$ cat config.mk
export PLATFORM = sky130hd
export DESIGN_NAME = cps_sdram_top
export DESIGN_NICKNAME = d
export VERILOG_FILES = /design/src/rtl/cps_mem_pkg.sv /design/src/rtl/sdram_slot_if.sv /design/src/rtl/rom_loader.sv /design/src/rtl/rom_slot_cache.sv /design/src/rtl/ram_slot_port.sv /design/src/rtl/sdram_arbiter.sv /design/src/rtl/cps_sdram_top.sv
export SDC_FILE = /design/constraint.sdc
export NUM_CORES = 1
export LEC_CHECK = 0
export ABC_AREA = 1
export BUFFER_PORTS_ARGS = -buffer_cell sky130_fd_sc_hd__buf_2
export CAP_MARGIN = 0
export CORE_UTILIZATION = 51
export DETAILED_ROUTE_END_ITERATION = 10
export HOLD_SLACK_MARGIN = 0.15
export PLACE_DENSITY = 0.8
export SLEW_MARGIN = 10
export SYNTH_ARGS = -nofsm -noshare
export SYNTH_HDL_FRONTEND = slang
export SYNTH_SLANG_ARGS = --single-unit
$ cat constraint.sdc
create_clock -name VB -period 5.99 [get_ports VB]
set_clock_uncertainty 0.05 [all_clocks]
set_input_delay 0.8985 -clock VB [delete_from_list [all_inputs] [get_ports VB]]
set_output_delay 0.8985 -clock VB [all_outputs]
set_load 0.005 [all_outputs]
$ cat src/rtl/cps_mem_pkg.sv
`default_nettype none

package cps_mem_pkg;

    // SDRAM geometry as seen by the slots
    localparam int SDRAM_AW = 22;
    localparam int SLOT_DW  = 32;

    // Word bases inside each bank
    localparam logic [21:0] SOUND_OFFSET = 22'h00_0000;
    localparam logic [21:0] RAM_OFFSET   = 22'h20_0000;
    localparam logic [21:0] VRAM_OFFSET  = 22'h30_0000;
    localparam logic [21:0] GFX_OFFSET   = 22'h00_0000;

    // Byte addresses in the download stream
    localparam logic [24:0] SND_START = 25'h20_0000;
    localparam logic [24:0] GFX_START = 25'h24_0000;

    typedef enum logic [1:0] {
        BANK_SOUND = 2'd0,
        BANK_CPU   = 2'd1,
        BANK_GFX   = 2'd2
    } sdram_bank_e;

    // Listed from highest to lowest priority
    typedef enum logic [1:0] {
        SLOT_MAIN_ROM,
        SLOT_MAIN_RAM,
        SLOT_GFX,
        SLOT_SOUND
    } slot_id_e;

    typedef enum logic [1:0] {
        ARB_IDLE,
        ARB_WAIT_ACK,
        ARB_WAIT_DATA
    } arb_state_e;

endpackage

`default_nettype wire

$ cat src/rtl/sdram_slot_if.sv
`default_nettype none

interface sdram_slot_if;
    import cps_mem_pkg::*;

    // Request side, held stable until done
    logic                req;
    logic [SDRAM_AW-1:0] addr;
    logic                wr;
    logic [15:0]         din;
    logic [1:0]          wrmask;

    // One-cycle completion with read data
    logic                done;
    logic [SLOT_DW-1:0]  dout;

    modport client  (output req, addr, wr, din, wrmask, input done, dout);
    modport arbiter (input req, addr, wr, din, wrmask, output done, dout);

endinterface

`default_nettype wire

$ cat src/rtl/rom_loader.sv
`default_nettype none

module rom_loader (
    input  logic                                  VB,
    input  logic                                  reset,
    input  logic                                  downloading,
    input  logic [24:0]                           ioctl_addr,
    input  logic [7:0]                            ioctl_data,
    input  logic                                  ioctl_wr,
    input  logic                                  sdram_ack,
    output logic [cps_mem_pkg::SDRAM_AW-1:0]      prog_addr,
    output logic [7:0]                            prog_data,
    output logic [1:0]                            prog_mask,
    output cps_mem_pkg::sdram_bank_e              prog_bank,
    output logic                                  prog_we
);
    import cps_mem_pkg::*;

    logic [24:0]         rel_addr;
    logic [SDRAM_AW-1:0] word_addr;
    sdram_bank_e         bank;

    // Region decode, graphics sits above sound
    always_comb begin
        if (ioctl_addr >= GFX_START) begin
            bank      = BANK_GFX;
            rel_addr  = ioctl_addr - GFX_START;
            word_addr = GFX_OFFSET + rel_addr[22:1];
        end else if (ioctl_addr >= SND_START) begin
            bank      = BANK_SOUND;
            rel_addr  = ioctl_addr - SND_START;
            word_addr = SOUND_OFFSET + rel_addr[22:1];
        end else begin
            bank      = BANK_CPU;
            rel_addr  = ioctl_addr;
            word_addr = rel_addr[22:1];
        end
    end

    always_ff @(posedge VB) begin
        if (reset) begin
            prog_we <= 1'b0;
        end else if (prog_we && sdram_ack) begin
            prog_we <= 1'b0;
        end else if (downloading && ioctl_wr) begin
            prog_we <= 1'b1;
        end
    end

    // Write fields, a set mask bit keeps that lane
    always_ff @(posedge VB) begin
        if (downloading && ioctl_wr) begin
            prog_addr <= word_addr;
            prog_data <= ioctl_data;
            prog_mask <= ioctl_addr[0] ? 2'b01 : 2'b10;
            prog_bank <= bank;
        end
    end

endmodule

`default_nettype wire

$ cat src/rtl/rom_slot_cache.sv
`default_nettype none

module rom_slot_cache #(
    parameter int DW = 16
) (
    input  logic                             VB,
    input  logic                             reset,
    input  logic                             cs,
    input  logic [cps_mem_pkg::SDRAM_AW-1:0] addr,
    output logic [DW-1:0]                    data,
    output logic                             ok,
    sdram_slot_if.client                     slot
);

    logic                             valid;
    logic [cps_mem_pkg::SDRAM_AW-1:0] tag;
    logic [DW-1:0]                    cache_data;
    logic                             hit;

    assign hit  = valid && (tag == addr);
    assign ok   = cs && hit;
    assign data = cache_data;

    // Read-only client
    assign slot.addr   = addr;
    assign slot.wr     = 1'b0;
    assign slot.din    = 16'd0;
    assign slot.wrmask = 2'b11;

    always_ff @(posedge VB) begin
        if (reset) begin
            slot.req <= 1'b0;
            valid    <= 1'b0;
        end else if (slot.done) begin
            slot.req <= 1'b0;
            valid    <= 1'b1;
        end else if (cs && !hit) begin
            slot.req <= 1'b1;
        end
    end

    // Entry fill
    always_ff @(posedge VB) begin
        if (slot.done) begin
            tag        <= addr;
            cache_data <= slot.dout[DW-1:0];
        end
    end

endmodule

`default_nettype wire

$ cat src/rtl/ram_slot_port.sv
`default_nettype none

module ram_slot_port (
    input  logic                             VB,
    input  logic                             reset,
    input  logic                             cs,
    input  logic [cps_mem_pkg::SDRAM_AW-1:0] addr,
    input  logic                             rnw,
    input  logic [1:0]                       dsn,
    input  logic [15:0]                      din,
    output logic [15:0]                      data,
    output logic                             ok,
    sdram_slot_if.client                     slot
);

    logic                             valid;
    logic [cps_mem_pkg::SDRAM_AW-1:0] tag;
    logic [15:0]                      cache_data;
    logic                             hit;
    logic                             wr_done;
    logic                             need_req;

    assign hit      = valid && (tag == addr);
    assign need_req = rnw ? !hit : !wr_done;
    assign ok       = cs && (rnw ? hit : wr_done);
    assign data     = cache_data;

    // Writes always reach SDRAM, dsn is active low per byte
    assign slot.addr   = addr;
    assign slot.wr     = !rnw;
    assign slot.din    = din;
    assign slot.wrmask = dsn;

    always_ff @(posedge VB) begin
        if (reset) begin
            slot.req <= 1'b0;
            valid    <= 1'b0;
            wr_done  <= 1'b0;
        end else begin
            if (slot.done) begin
                slot.req <= 1'b0;
                if (rnw) begin
                    valid <= 1'b1;
                end else begin
                    valid   <= 1'b0;
                    wr_done <= 1'b1;
                end
            end else if (cs && need_req) begin
                slot.req <= 1'b1;
            end
            // Write ack lasts until the CPU releases cs
            if (!cs) begin
                wr_done <= 1'b0;
            end
        end
    end

    always_ff @(posedge VB) begin
        if (slot.done && rnw) begin
            tag        <= addr;
            cache_data <= slot.dout[15:0];
        end
    end

endmodule

`default_nettype wire

$ cat src/rtl/sdram_arbiter.sv
`default_nettype none

module sdram_arbiter (
    input  logic                             VB,
    input  logic                             reset,
    input  logic                             downloading,
    sdram_slot_if.arbiter                    main_rom,
    sdram_slot_if.arbiter                    main_ram,
    sdram_slot_if.arbiter                    gfx,
    sdram_slot_if.arbiter                    sound,
    output logic                             sdram_req,
    output logic [cps_mem_pkg::SDRAM_AW-1:0] sdram_addr,
    output cps_mem_pkg::sdram_bank_e         sdram_bank,
    output logic                             sdram_rnw,
    output logic [1:0]                       sdram_wrmask,
    output logic [15:0]                      data_write,
    input  logic                             sdram_ack,
    input  logic                             data_rdy,
    input  logic [cps_mem_pkg::SLOT_DW-1:0]  data_read
);
    import cps_mem_pkg::*;

    arb_state_e          state;
    slot_id_e            grant;
    slot_id_e            sel_id;
    logic                any_req;
    logic                start;
    logic                finish;
    logic [SDRAM_AW-1:0] sel_addr;
    logic                sel_wr;
    logic [15:0]         sel_din;
    logic [1:0]          sel_mask;
    sdram_bank_e         sel_bank;

    assign any_req = main_rom.req | main_ram.req | gfx.req | sound.req;
    assign start   = (state == ARB_IDLE) && !downloading && any_req;
    assign finish  = (state == ARB_WAIT_DATA) && data_rdy;

    // Fixed priority pick, sound is the fallback
    always_comb begin
        sel_id   = SLOT_SOUND;
        sel_addr = sound.addr;
        sel_wr   = sound.wr;
        sel_din  = sound.din;
        sel_mask = sound.wrmask;
        sel_bank = BANK_SOUND;
        if (main_rom.req) begin
            sel_id   = SLOT_MAIN_ROM;
            sel_addr = main_rom.addr;
            sel_wr   = main_rom.wr;
            sel_din  = main_rom.din;
            sel_mask = main_rom.wrmask;
            sel_bank = BANK_CPU;
        end else if (main_ram.req) begin
            sel_id   = SLOT_MAIN_RAM;
            sel_addr = main_ram.addr;
            sel_wr   = main_ram.wr;
            sel_din  = main_ram.din;
            sel_mask = main_ram.wrmask;
            sel_bank = BANK_SOUND;
        end else if (gfx.req) begin
            sel_id   = SLOT_GFX;
            sel_addr = gfx.addr;
            sel_wr   = gfx.wr;
            sel_din  = gfx.din;
            sel_mask = gfx.wrmask;
            sel_bank = BANK_GFX;
        end
    end

    always_ff @(posedge VB) begin
        if (reset) begin
            state     <= ARB_IDLE;
            grant     <= SLOT_MAIN_ROM;
            sdram_req <= 1'b0;
        end else begin
            case (state)
                ARB_IDLE: begin
                    if (start) begin
                        state     <= ARB_WAIT_ACK;
                        grant     <= sel_id;
                        sdram_req <= 1'b1;
                    end
                end
                ARB_WAIT_ACK: begin
                    if (sdram_ack) begin
                        sdram_req <= 1'b0;
                        state     <= ARB_WAIT_DATA;
                    end
                end
                ARB_WAIT_DATA: begin
                    if (data_rdy) begin
                        state <= ARB_IDLE;
                    end
                end
                default: state <= ARB_IDLE;
            endcase
        end
    end

    // Request fields stay put for the whole transaction
    always_ff @(posedge VB) begin
        if (start) begin
            sdram_addr   <= sel_addr;
            sdram_bank   <= sel_bank;
            sdram_rnw    <= !sel_wr;
            sdram_wrmask <= sel_mask;
            data_write   <= sel_din;
        end
    end

    // Only the granted slot sees done
    assign main_rom.done = finish && (grant == SLOT_MAIN_ROM);
    assign main_ram.done = finish && (grant == SLOT_MAIN_RAM);
    assign gfx.done      = finish && (grant == SLOT_GFX);
    assign sound.done    = finish && (grant == SLOT_SOUND);

    assign main_rom.dout = data_read;
    assign main_ram.dout = data_read;
    assign gfx.dout      = data_read;
    assign sound.dout    = data_read;

endmodule

`default_nettype wire

$ cat src/rtl/cps_sdram_top.sv
`default_nettype none

module cps_sdram_top (
    input  logic        VB,
    input  logic        reset,
    input  logic        downloading,
    input  logic [24:0] ioctl_addr,
    input  logic [7:0]  ioctl_data,
    input  logic        ioctl_wr,
    output logic [21:0] prog_addr,
    output logic [7:0]  prog_data,
    output logic [1:0]  prog_mask,
    output logic [1:0]  prog_bank,
    output logic        prog_we,
    input  logic        main_rom_cs,
    input  logic [20:0] main_rom_addr,
    output logic [15:0] main_rom_data,
    output logic        main_rom_ok,
    input  logic        main_ram_cs,
    input  logic        main_vram_cs,
    input  logic [16:0] ram_addr,
    input  logic        main_rnw,
    input  logic [1:0]  main_dsn,
    input  logic [15:0] main_dout,
    output logic [15:0] main_ram_data,
    output logic        main_ram_ok,
    input  logic        gfx_cs,
    input  logic [19:0] gfx_addr,
    output logic [31:0] gfx_data,
    output logic        gfx_ok,
    input  logic        snd_cs,
    input  logic [15:0] snd_addr,
    output logic [7:0]  snd_data,
    output logic        snd_ok,
    output logic        sdram_req,
    output logic [21:0] sdram_addr,
    output logic [1:0]  sdram_bank,
    output logic        sdram_rnw,
    output logic [1:0]  sdram_wrmask,
    output logic [15:0] data_write,
    input  logic        sdram_ack,
    input  logic        data_rdy,
    input  logic [31:0] data_read
);
    import cps_mem_pkg::*;

    logic [SDRAM_AW-1:0] rom_word;
    logic [SDRAM_AW-1:0] ram_word;
    logic [SDRAM_AW-1:0] gfx_word;
    logic [SDRAM_AW-1:0] snd_word;
    logic                ram_any_cs;
    logic [15:0]         snd_word_data;

    sdram_slot_if rom_if ();
    sdram_slot_if ram_if ();
    sdram_slot_if gfx_if ();
    sdram_slot_if snd_if ();

    // Slot address to SDRAM word address
    assign rom_word   = {1'b0, main_rom_addr};
    assign ram_word   = (main_vram_cs ? VRAM_OFFSET : RAM_OFFSET) + {5'd0, ram_addr};
    assign gfx_word   = GFX_OFFSET + {1'b0, gfx_addr, 1'b0};
    assign snd_word   = SOUND_OFFSET + {7'd0, snd_addr[15:1]};
    assign ram_any_cs = main_ram_cs | main_vram_cs;

    // Sound CPU reads bytes, even address is the low byte
    assign snd_data = snd_addr[0] ? snd_word_data[15:8] : snd_word_data[7:0];

    rom_loader u_loader (
        .VB          (VB),
        .reset       (reset),
        .downloading (downloading),
        .ioctl_addr  (ioctl_addr),
        .ioctl_data  (ioctl_data),
        .ioctl_wr    (ioctl_wr),
        .sdram_ack   (sdram_ack),
        .prog_addr   (prog_addr),
        .prog_data   (prog_data),
        .prog_mask   (prog_mask),
        .prog_bank   (prog_bank),
        .prog_we     (prog_we)
    );

    rom_slot_cache #(.DW(16)) u_main_rom (
        .VB    (VB),
        .reset (reset),
        .cs    (main_rom_cs),
        .addr  (rom_word),
        .data  (main_rom_data),
        .ok    (main_rom_ok),
        .slot  (rom_if.client)
    );

    ram_slot_port u_main_ram (
        .VB    (VB),
        .reset (reset),
        .cs    (ram_any_cs),
        .addr  (ram_word),
        .rnw   (main_rnw),
        .dsn   (main_dsn),
        .din   (main_dout),
        .data  (main_ram_data),
        .ok    (main_ram_ok),
        .slot  (ram_if.client)
    );

    rom_slot_cache #(.DW(32)) u_gfx (
        .VB    (VB),
        .reset (reset),
        .cs    (gfx_cs),
        .addr  (gfx_word),
        .data  (gfx_data),
        .ok    (gfx_ok),
        .slot  (gfx_if.client)
    );

    rom_slot_cache #(.DW(16)) u_sound (
        .VB    (VB),
        .reset (reset),
        .cs    (snd_cs),
        .addr  (snd_word),
        .data  (snd_word_data),
        .ok    (snd_ok),
        .slot  (snd_if.client)
    );

    sdram_arbiter u_arbiter (
        .VB           (VB),
        .reset        (reset),
        .downloading  (downloading),
        .main_rom     (rom_if.arbiter),
        .main_ram     (ram_if.arbiter),
        .gfx          (gfx_if.arbiter),
        .sound        (snd_if.arbiter),
        .sdram_req    (sdram_req),
        .sdram_addr   (sdram_addr),
        .sdram_bank   (sdram_bank),
        .sdram_rnw    (sdram_rnw),
        .sdram_wrmask (sdram_wrmask),
        .data_write   (data_write),
        .sdram_ack    (sdram_ack),
        .data_rdy     (data_rdy),
        .data_read    (data_read)
    );

endmodule

`default_nettype wire

==> results of run 1 <==
-- path summary, 6_finish.rpt --
| path | to | cells past startpoint | slack, ns |
|---|---|---|---|
| min reg2reg | u_sound.slot.req | 2 | 0.40 |
| min | u_sound.slot.req | 2 | 0.40 |
| max reg2reg | u_arbiter.sdram_addr[16] | 7 | 3.66 |
| max | main_ram_ok | 10 | 3.15 |
-- layer usage --
layer  track usage, %  up-vias  part of all wire [%]
met1            31.48     3287                    41
met2            42.21      285                    50
li1                 -     3393                     -
met5                0        -                 0.053
met3            5.163       42                   7.3
met4            7.265        2                   2.3
-- cell families after synthesis --
group,share of synthesized area [%]
AND/OR/NAND/NOR,12.32
flip-flops,73.44
XOR/XNOR,1.866
multiplexers,0.9142
adder cells (fa/ha/maj),0.6348
AO/OA/AOI/OAI,5.307
buffers and inverters,5.523
-- tightest hold or removal path: cells and delay by family (launching register included) --
kind                   cells  cell delay (ns)
DFF                        1             0.29
AOI/OAI and AO/OA          1             0.06
buffers and inverters      1             0.06
-- layout make-up --
cell class / instances / area share [%]
diodes: 2 / 0.03951
clock buffers: 31 / 5.354
clock inverters: 15 / 1.393
inverters: 128 / 3.793
multi-input cells: 411 / 16.54
flip-flops and latches: 246 / 57.13
well taps: 260 / 2.568
repair buffers: 330 / 13.18
-- sequential cells by signal (all words and copies together) (netlist names), 15 cells and up --
register / flops
u_gfx.data: 32
u_arbiter.sdram_addr: 22
u_main_ram.data: 16
u_main_rom.data: 16
u_main_ram.tag: 18
u_gfx.tag: 20
u_sound.data: 16
u_loader.prog_addr: 22
u_arbiter.data_write: 16
u_main_rom.tag: 21
u_sound.tag: 15
-- power breakdown --
part / switching [W] / internal, W / total, W
clock network: 0.000628 / 0.000974 / 0.00160
registers: 0.0000192 / 0.00195 / 0.00196
logic: 0.000173 / 0.000116 / 0.000289
-- cells in the final DEF, fill, tap and decap left out, drive strengths merged, types with 7 or more instances in the layout --
| cell type | count |
|---|---|
| buf | 330 |
| nor2 | 99 |
| nand3 | 13 |
| xor2 | 13 |
| clkbuf | 31 |
| a221o | 8 |
| nor3 | 9 |
| o22ai | 13 |
| mux2 | 8 |
| or2 | 7 |
| inv | 128 |
| dfxtp | 15 |
| a21oi | 15 |
| o21ai | 36 |
| xnor2 | 8 |
| edfxtp | 231 |
| clkinv | 11 |
| nand2 | 156 |
-- cells in the mapped netlist, types with 3 or more instances --
master	instances	area share, %
a21oi_1	15	0.76
a221o_1	7	0.71
buf_2	3	0.15
buf_6	3	0.34
dfxtp_1	15	3.0
edfxtp_1	231	70
ha_1	5	0.63
inv_1	124	4.7
inv_2	4	0.15
mux2_2	8	0.91
nand2_1	153	5.8
nand3_1	13	0.66
nand3b_1	3	0.23
nand4_1	5	0.32
nor2_1	96	3.7
nor3_1	9	0.46
o21ai_0	32	1.6
o21ai_1	3	0.15
o22ai_1	13	0.83
or2_2	6	0.38
xnor2_1	8	0.71
xor2_1	13	1.2
-- metrics by stage --
step	instances	power, W
3_5_place_dp	1375	0.002291
2_1_floorplan	794	0.002122
5_1_grt	1423	0.003978
6_report	1423	0.003856
4_1_cts	1421	0.003885
3_3_place_gp	1375	0.002281
==> flow_summary_export.csv, run 1 <==
group,metric,value,unit
grt,grt_use_total,24.55,%
cts,clock-sinks,246,
worst_setup_path,critPathRequiredTime,5.04,ns
drt,wirelength,24.59,mm
placed_design,port_buffers,323,
grt,overflow,0,
sta,whs,0.4011,ns
sta,setup_slack,3.149,ns
placed_design,pre_cts_slack,3.153,ns
worst_setup_path,crit_path_end_kind,"primary output",
cts,clkTransAtPathRegs,0.06,ns
synth,ys_warn_count,0,
synth,synth_edf_count,231,
synth,avgSynthCellArea,12.41,um^2
cts,clk_latency,0.52,ns
die,initial_core_util,52.33,%
drt,ant_nets,0,
worst_setup_path,cp.arrival,1.89,ns
synth,synth-seq-cells,246,
power,vdd_drop_max,0.2468,mV
synth,synth_ff_type,"edfxtp_1",
drt,dr.first_iter.drc_count,375,
cells_and_area,nFillCells,1420,
sta,relSlewSlack,30.85,%
sta,fin_crit,2.841,ns
cells_and_area,fin_nets,1316,
grt,grt_max_degree,44,
cells_and_area,post-route-util,67.27,%
cts,cts_tree,"yes",
cells_and_area,multi_input_area,2096,um^2
power,powerDensity,304.4,nW/um^2
placed_design,place_hpwl,18.62,mm
sta,worst_pin_slew,1.035,ns
synth,synthDistinctLibCells,40,
sta,setup_tns,0,ns
worst_setup_path,start_kind,"input pin",
sta,rsz0062_at_grt,"false",
status,status,"complete, no violations",
worst_setup_path,cp_top_family,"simple AND/OR/NAND/NOR gates",
cts,cts-resized-gates,0,
worst_setup_path,crit_top_cell,"nand2_1",
placed_design,dpl_cell_area,11810,um^2
worst_setup_path,crit_start,"ram_addr[1]",
die,chipWidth,141.0,um
power,leakage,5.515,nW
cells_and_area,area.sequential,7237,um^2
sta,finalMaxSlewViolations,0,
drt,wl_per_cell,17.28,um
drt,dr_total_vias,7009,
placed_design,place_congestion,0.8654,
cts,cts-root-buf,"clkbuf_16",
worst_setup_path,path_cells,"buf_2 -> inv_1 -> nand2_1 -> nand2_1 -> nor2_1 -> nand2_1 -> nor2_1 -> nand3_1 -> a21oi_1 -> buf_2",
synth,syn_area,9854,um^2
drt,via_per_inst,4.926,
grt,grt_pass1_wl,36.50,mm
die,io-pin-count,324,
worst_setup_path,cp_max_fo,3,
sta,setup_viol,0,
worst_setup_path,path_buf_inv,3,
cells_and_area,final_area,12670,um^2
synth,ys_seq_area_share,73.44,%
cts,htree_levels,1,
sta,max_freq,352.0,MHz
die,die_h,141.0,um
worst_setup_path,criticalPathCategory,"input pin to primary output",
die,rows,50,
die,core,18830,um^2
synth,synth_nets,968,
cts,cts_hold_buffers,0,
cts,post-cts-setup-buffers,0,
hold_path,min_path_type,"register to register",
grt,antenna_found_initial,3,
cts,cts_made_buffers,25,
worst_setup_path,max_stage_delay,0.14,ns
worst_setup_path,cp_slowest_cell,"nor2_1",
die,dieArea,19880,um^2
grt,grt_pass1_vias,6808,
sta,min_period_over_period,47.42,%
worst_setup_path,regToRegStartpoint,"u_main_rom.slot.req",
drt,drtPass1Iterations,5,
cells_and_area,drive_gt1_share,34.54,%
hold_path,hold_path_startpoint,"u_sound.slot.req",
synth,synth_cells,794,
sta,hold_viol_final,0,
cts,clockBufferDepth,3,
cells_and_area,area_growth,28.54,%
run,maxCapViolCount,0,
synth,ys_async_sr_fraction,0,%
drt,drc,0,
(Power assumes the default switching activity.)
==> inputs of run 2 (changes only) <==
--- a/config.mk
+++ b/config.mk
@@ -5,10 +5,10 @@
 export SDC_FILE = /design/constraint.sdc
 export NUM_CORES = 1
 export LEC_CHECK = 0
-export ABC_AREA = 1
+export ABC_AREA = 0
 export BUFFER_PORTS_ARGS = -buffer_cell sky130_fd_sc_hd__buf_2
 export CAP_MARGIN = 0
-export CORE_UTILIZATION = 51
+export CORE_UTILIZATION = 50
 export DETAILED_ROUTE_END_ITERATION = 10
 export HOLD_SLACK_MARGIN = 0.15
 export PLACE_DENSITY = 0.8
==> constraint.sdc (replaced) <==
create_clock -name VB -period 2.7 [get_ports VB]
set_clock_uncertainty 0.05 [all_clocks]
set_input_delay 0.405 -clock VB [delete_from_list [all_inputs] [get_ports VB]]
set_output_delay 0.405 -clock VB [all_outputs]
set_load 0.005 [all_outputs]
==> run 2 against run 1 <==
The run now ends with DRC left. Utilization up 8.5 points. Sequential power up 120%. Die area shrank 2.7%. Wire length rose by 13%. Cell area rose by 9.0%. Via count is 0.64% lower. Count of clock-buffer cells in the layout fell by 3. Sequential share of layout area down 4.7 points. Non-clock buffer count up 159. Setup slack got worse by 3.1 ns. Cell count shrank 9.1%. Critical path type unchanged.
==> flow_summary_export.csv, run 2 <==
group,metric,value,unit
sta,hold_viol_final,0,
cts,clock-sinks,246,
die,io-pin-count,324,
cells_and_area,area_growth,46.92,%
cells_and_area,nFillCells,1036,
drt,wirelength,27.91,mm
drt,ant_nets,0,
status,status,"complete, but fails checks",
synth,synth-simple-area-share,7.018,%
worst_setup_path,cp.arrival,2.19,ns
synth,ys_warn_count,0,
cts,htree_levels,1,
placed_design,place_hpwl,16.77,mm
sta,relSlewSlack,39.87,%
placed_design,dp.cells,1096,
grt,grt_max_degree,44,
drt,drt-met1-wl,10.25,mm
drt,drtPass1Iterations,9,
die,core,18210,um^2
cells_and_area,diodes,0,
drt,wl_per_cell,21.58,um
placed_design,port_buffers,323,
cells_and_area,fin_nets,1222,
placed_design,place_congestion,0.8580,
drt,wl_met3,2.446,mm
drt,dr.first_iter.drc_count,493,
grt,grt_pass1_wl,41.53,mm
sta,setup_slack,0.05988,ns
die,dieArea,19340,um^2
power,leakage,5.327,nW
cells_and_area,largest_register_ffs,32,
sta,whs,0.2249,ns
cells_and_area,layout_common_cells,"buf_2, edfxtp_1, dlygate4sd3_1, xnor2_1, a22oi_1",
grt,grt_use_total,28.70,%
power,vdd_drop_max,0.6659,mV
worst_setup_path,cp_max_fo,3,
placed_design,pre_cts_slack,0.5070,ns
cells_and_area,final_common_cell,"buf_2",
sta,finalMaxSlewViolations,0,
synth,synth_top_family_by_area,"XOR/XNOR gates",
synth,ys_async_sr_fraction,0,%
synth,ys_seq_area_share,77.03,%
sta,min_period_over_period,97.78,%
drt,dr_total_vias,6964,
grt,grt_pass1_vias,7294,
synth,synth_xor_area_share,7.271,%
run,maxCapViolCount,0,
drt,drc,19,
synth,synth_fa_ha_area_share,0.6659,%
cts,clkTransAtPathRegs,0.06,ns
synth,syn_area,9395,um^2
synth,synthDistinctLibCells,49,
cts,cts_made_buffers,25,
synth,synth_common_cells,"edfxtp_1, xnor2_1, a22oi_1",
cells_and_area,post-route-util,75.81,%
cells_and_area,stdcell_count,1293,
drt,via_per_inst,5.386,
synth,synth_top_area_share,73.83,%
die,chipWidth,139.1,um
grt,antenna_found_initial,1,
sta,max_freq,378.8,MHz
sta,setup_tns,0,ns
sta,worst_pin_slew,0.8951,ns
drt,dr_wl_met2,14.21,mm
die,initial_core_util,51.60,%
cells_and_area,drive_gt1_share,38.63,%
synth,synth_ff_type,"edfxtp_1",
cts,clockBufferDepth,3,
cts,clk_latency,0.51,ns
grt,overflow,0,
drt,highest_layer,"met5",
worst_setup_path,crit_path_end_kind,"primary output",
synth,synthMuxAreaShare,1.172,%
status,violations,"DRC",
synth,synth_edf_count,231,
synth,synth-seq-cells,246,
synth,synth_compound_area_share,5.833,%
worst_setup_path,critPathRequiredTime,2.25,ns
synth,synth.largest_area_cell,"edfxtp_1",
synth,synth_most_common_cell,"edfxtp_1",
cts,cts_tree,"yes",
worst_setup_path,r2r_cells,3,
synth,avgSynthCellArea,17.21,um^2
sta,setup_viol,0,
die,die_h,139.1,um
sta,fin_crit,2.640,ns
power,powerDensity,635.0,nW/um^2
hold_path,min_path_cells,3,
synth,synth_cells,546,
die,rows,49,
synth,synth_area_leaders,"edfxtp_1, xnor2_1, dfxtp_1, a22oi_1, xor2_1",
hold_path,min_path_type,"input pin to register",
synth,synth_nets,720,
cts,cts-root-buf,"clkbuf_16",
worst_setup_path,criticalPathCategory,"input pin to primary output",
worst_setup_path,start_kind,"input pin",
==> run 2: metal layers <==
layer  global-route usage [%]  up-vias
met4                    10.23        2
li1                         -     3100
met5                        0        -
met1                    33.34     3372
met2                    51.41      421
met3                    7.320       69
==> run 2: layout make-up <==
| type | count | area (um^2) | area share (%) |
|---|---|---|---|
| flip-flops and latches | 246 | 7237 | 52.43 |
| repair buffers | 489 | 3258 | 23.60 |
| multi-input cells | 275 | 2147 | 15.55 |
| clock buffers | 28 | 646.9 | 4.686 |
| well taps | 229 | 286.5 | 2.076 |
| clock inverters | 15 | 186.4 | 1.351 |
| inverters | 11 | 41.29 | 0.2991 |
==> run 2: power by group <==
group	switching (W)	leakage, nW	internal (W)
Sequential	0.0000534	2.24	0.00432
Clock	0.00142	0.408	0.00211
Combinational	0.000436	2.68	0.000429
Total	0.00191	5.33	0.00686
==> run 2: worst paths after layout <==
check	start	to	slack, ns
setup / recovery	snd_addr[9]	snd_ok	0.06
hold / removal	snd_addr[13]	u_arbiter.sdram_addr[12]	0.22
setup reg to reg	u_gfx.slot.req	u_arbiter.sdram_addr[16]	0.68
hold reg to reg	u_arbiter.sdram_req	u_arbiter.sdram_req	0.42
==> run 2: cells by family after synthesis <==
group / Yosys count
DFF: 246
AOI/OAI and AO/OA: 76
and+or+nand+nor: 106
buffers and inverters: 25
muxes: 10
adders and majority gates: 5
xor gates and xnor gates: 78
==> run 2: worst max-delay path, cell delays in order <==
cell	delay [ns]
dlygate4sd3_1	0.55
buf_2	0.16
xnor2_1	0.16
nand4_1	0.10
or4_4	0.58
nor2_2	0.09
buf_2	0.13
==> run 2: repair_timing <==
item                                    4_1_cts  5_1_grt
endpoints found under the hold margin       204        0
resized for setup                             0       10
buffers inserted                              0        0
hold buffers                                155        0
endpoints found under the setup margin        0        3
==> run 2: stage by stage <==
stage / cell area [um^2] / power (W)
2_1_floorplan: 9413 / 0.004699
4_1_cts: 13770 / 0.008755
3_3_place_gp: 11380 / 0.005083
6_report: 13800 / 0.008764
5_1_grt: 13800 / 0.009013
3_5_place_dp: 11380 / 0.005100
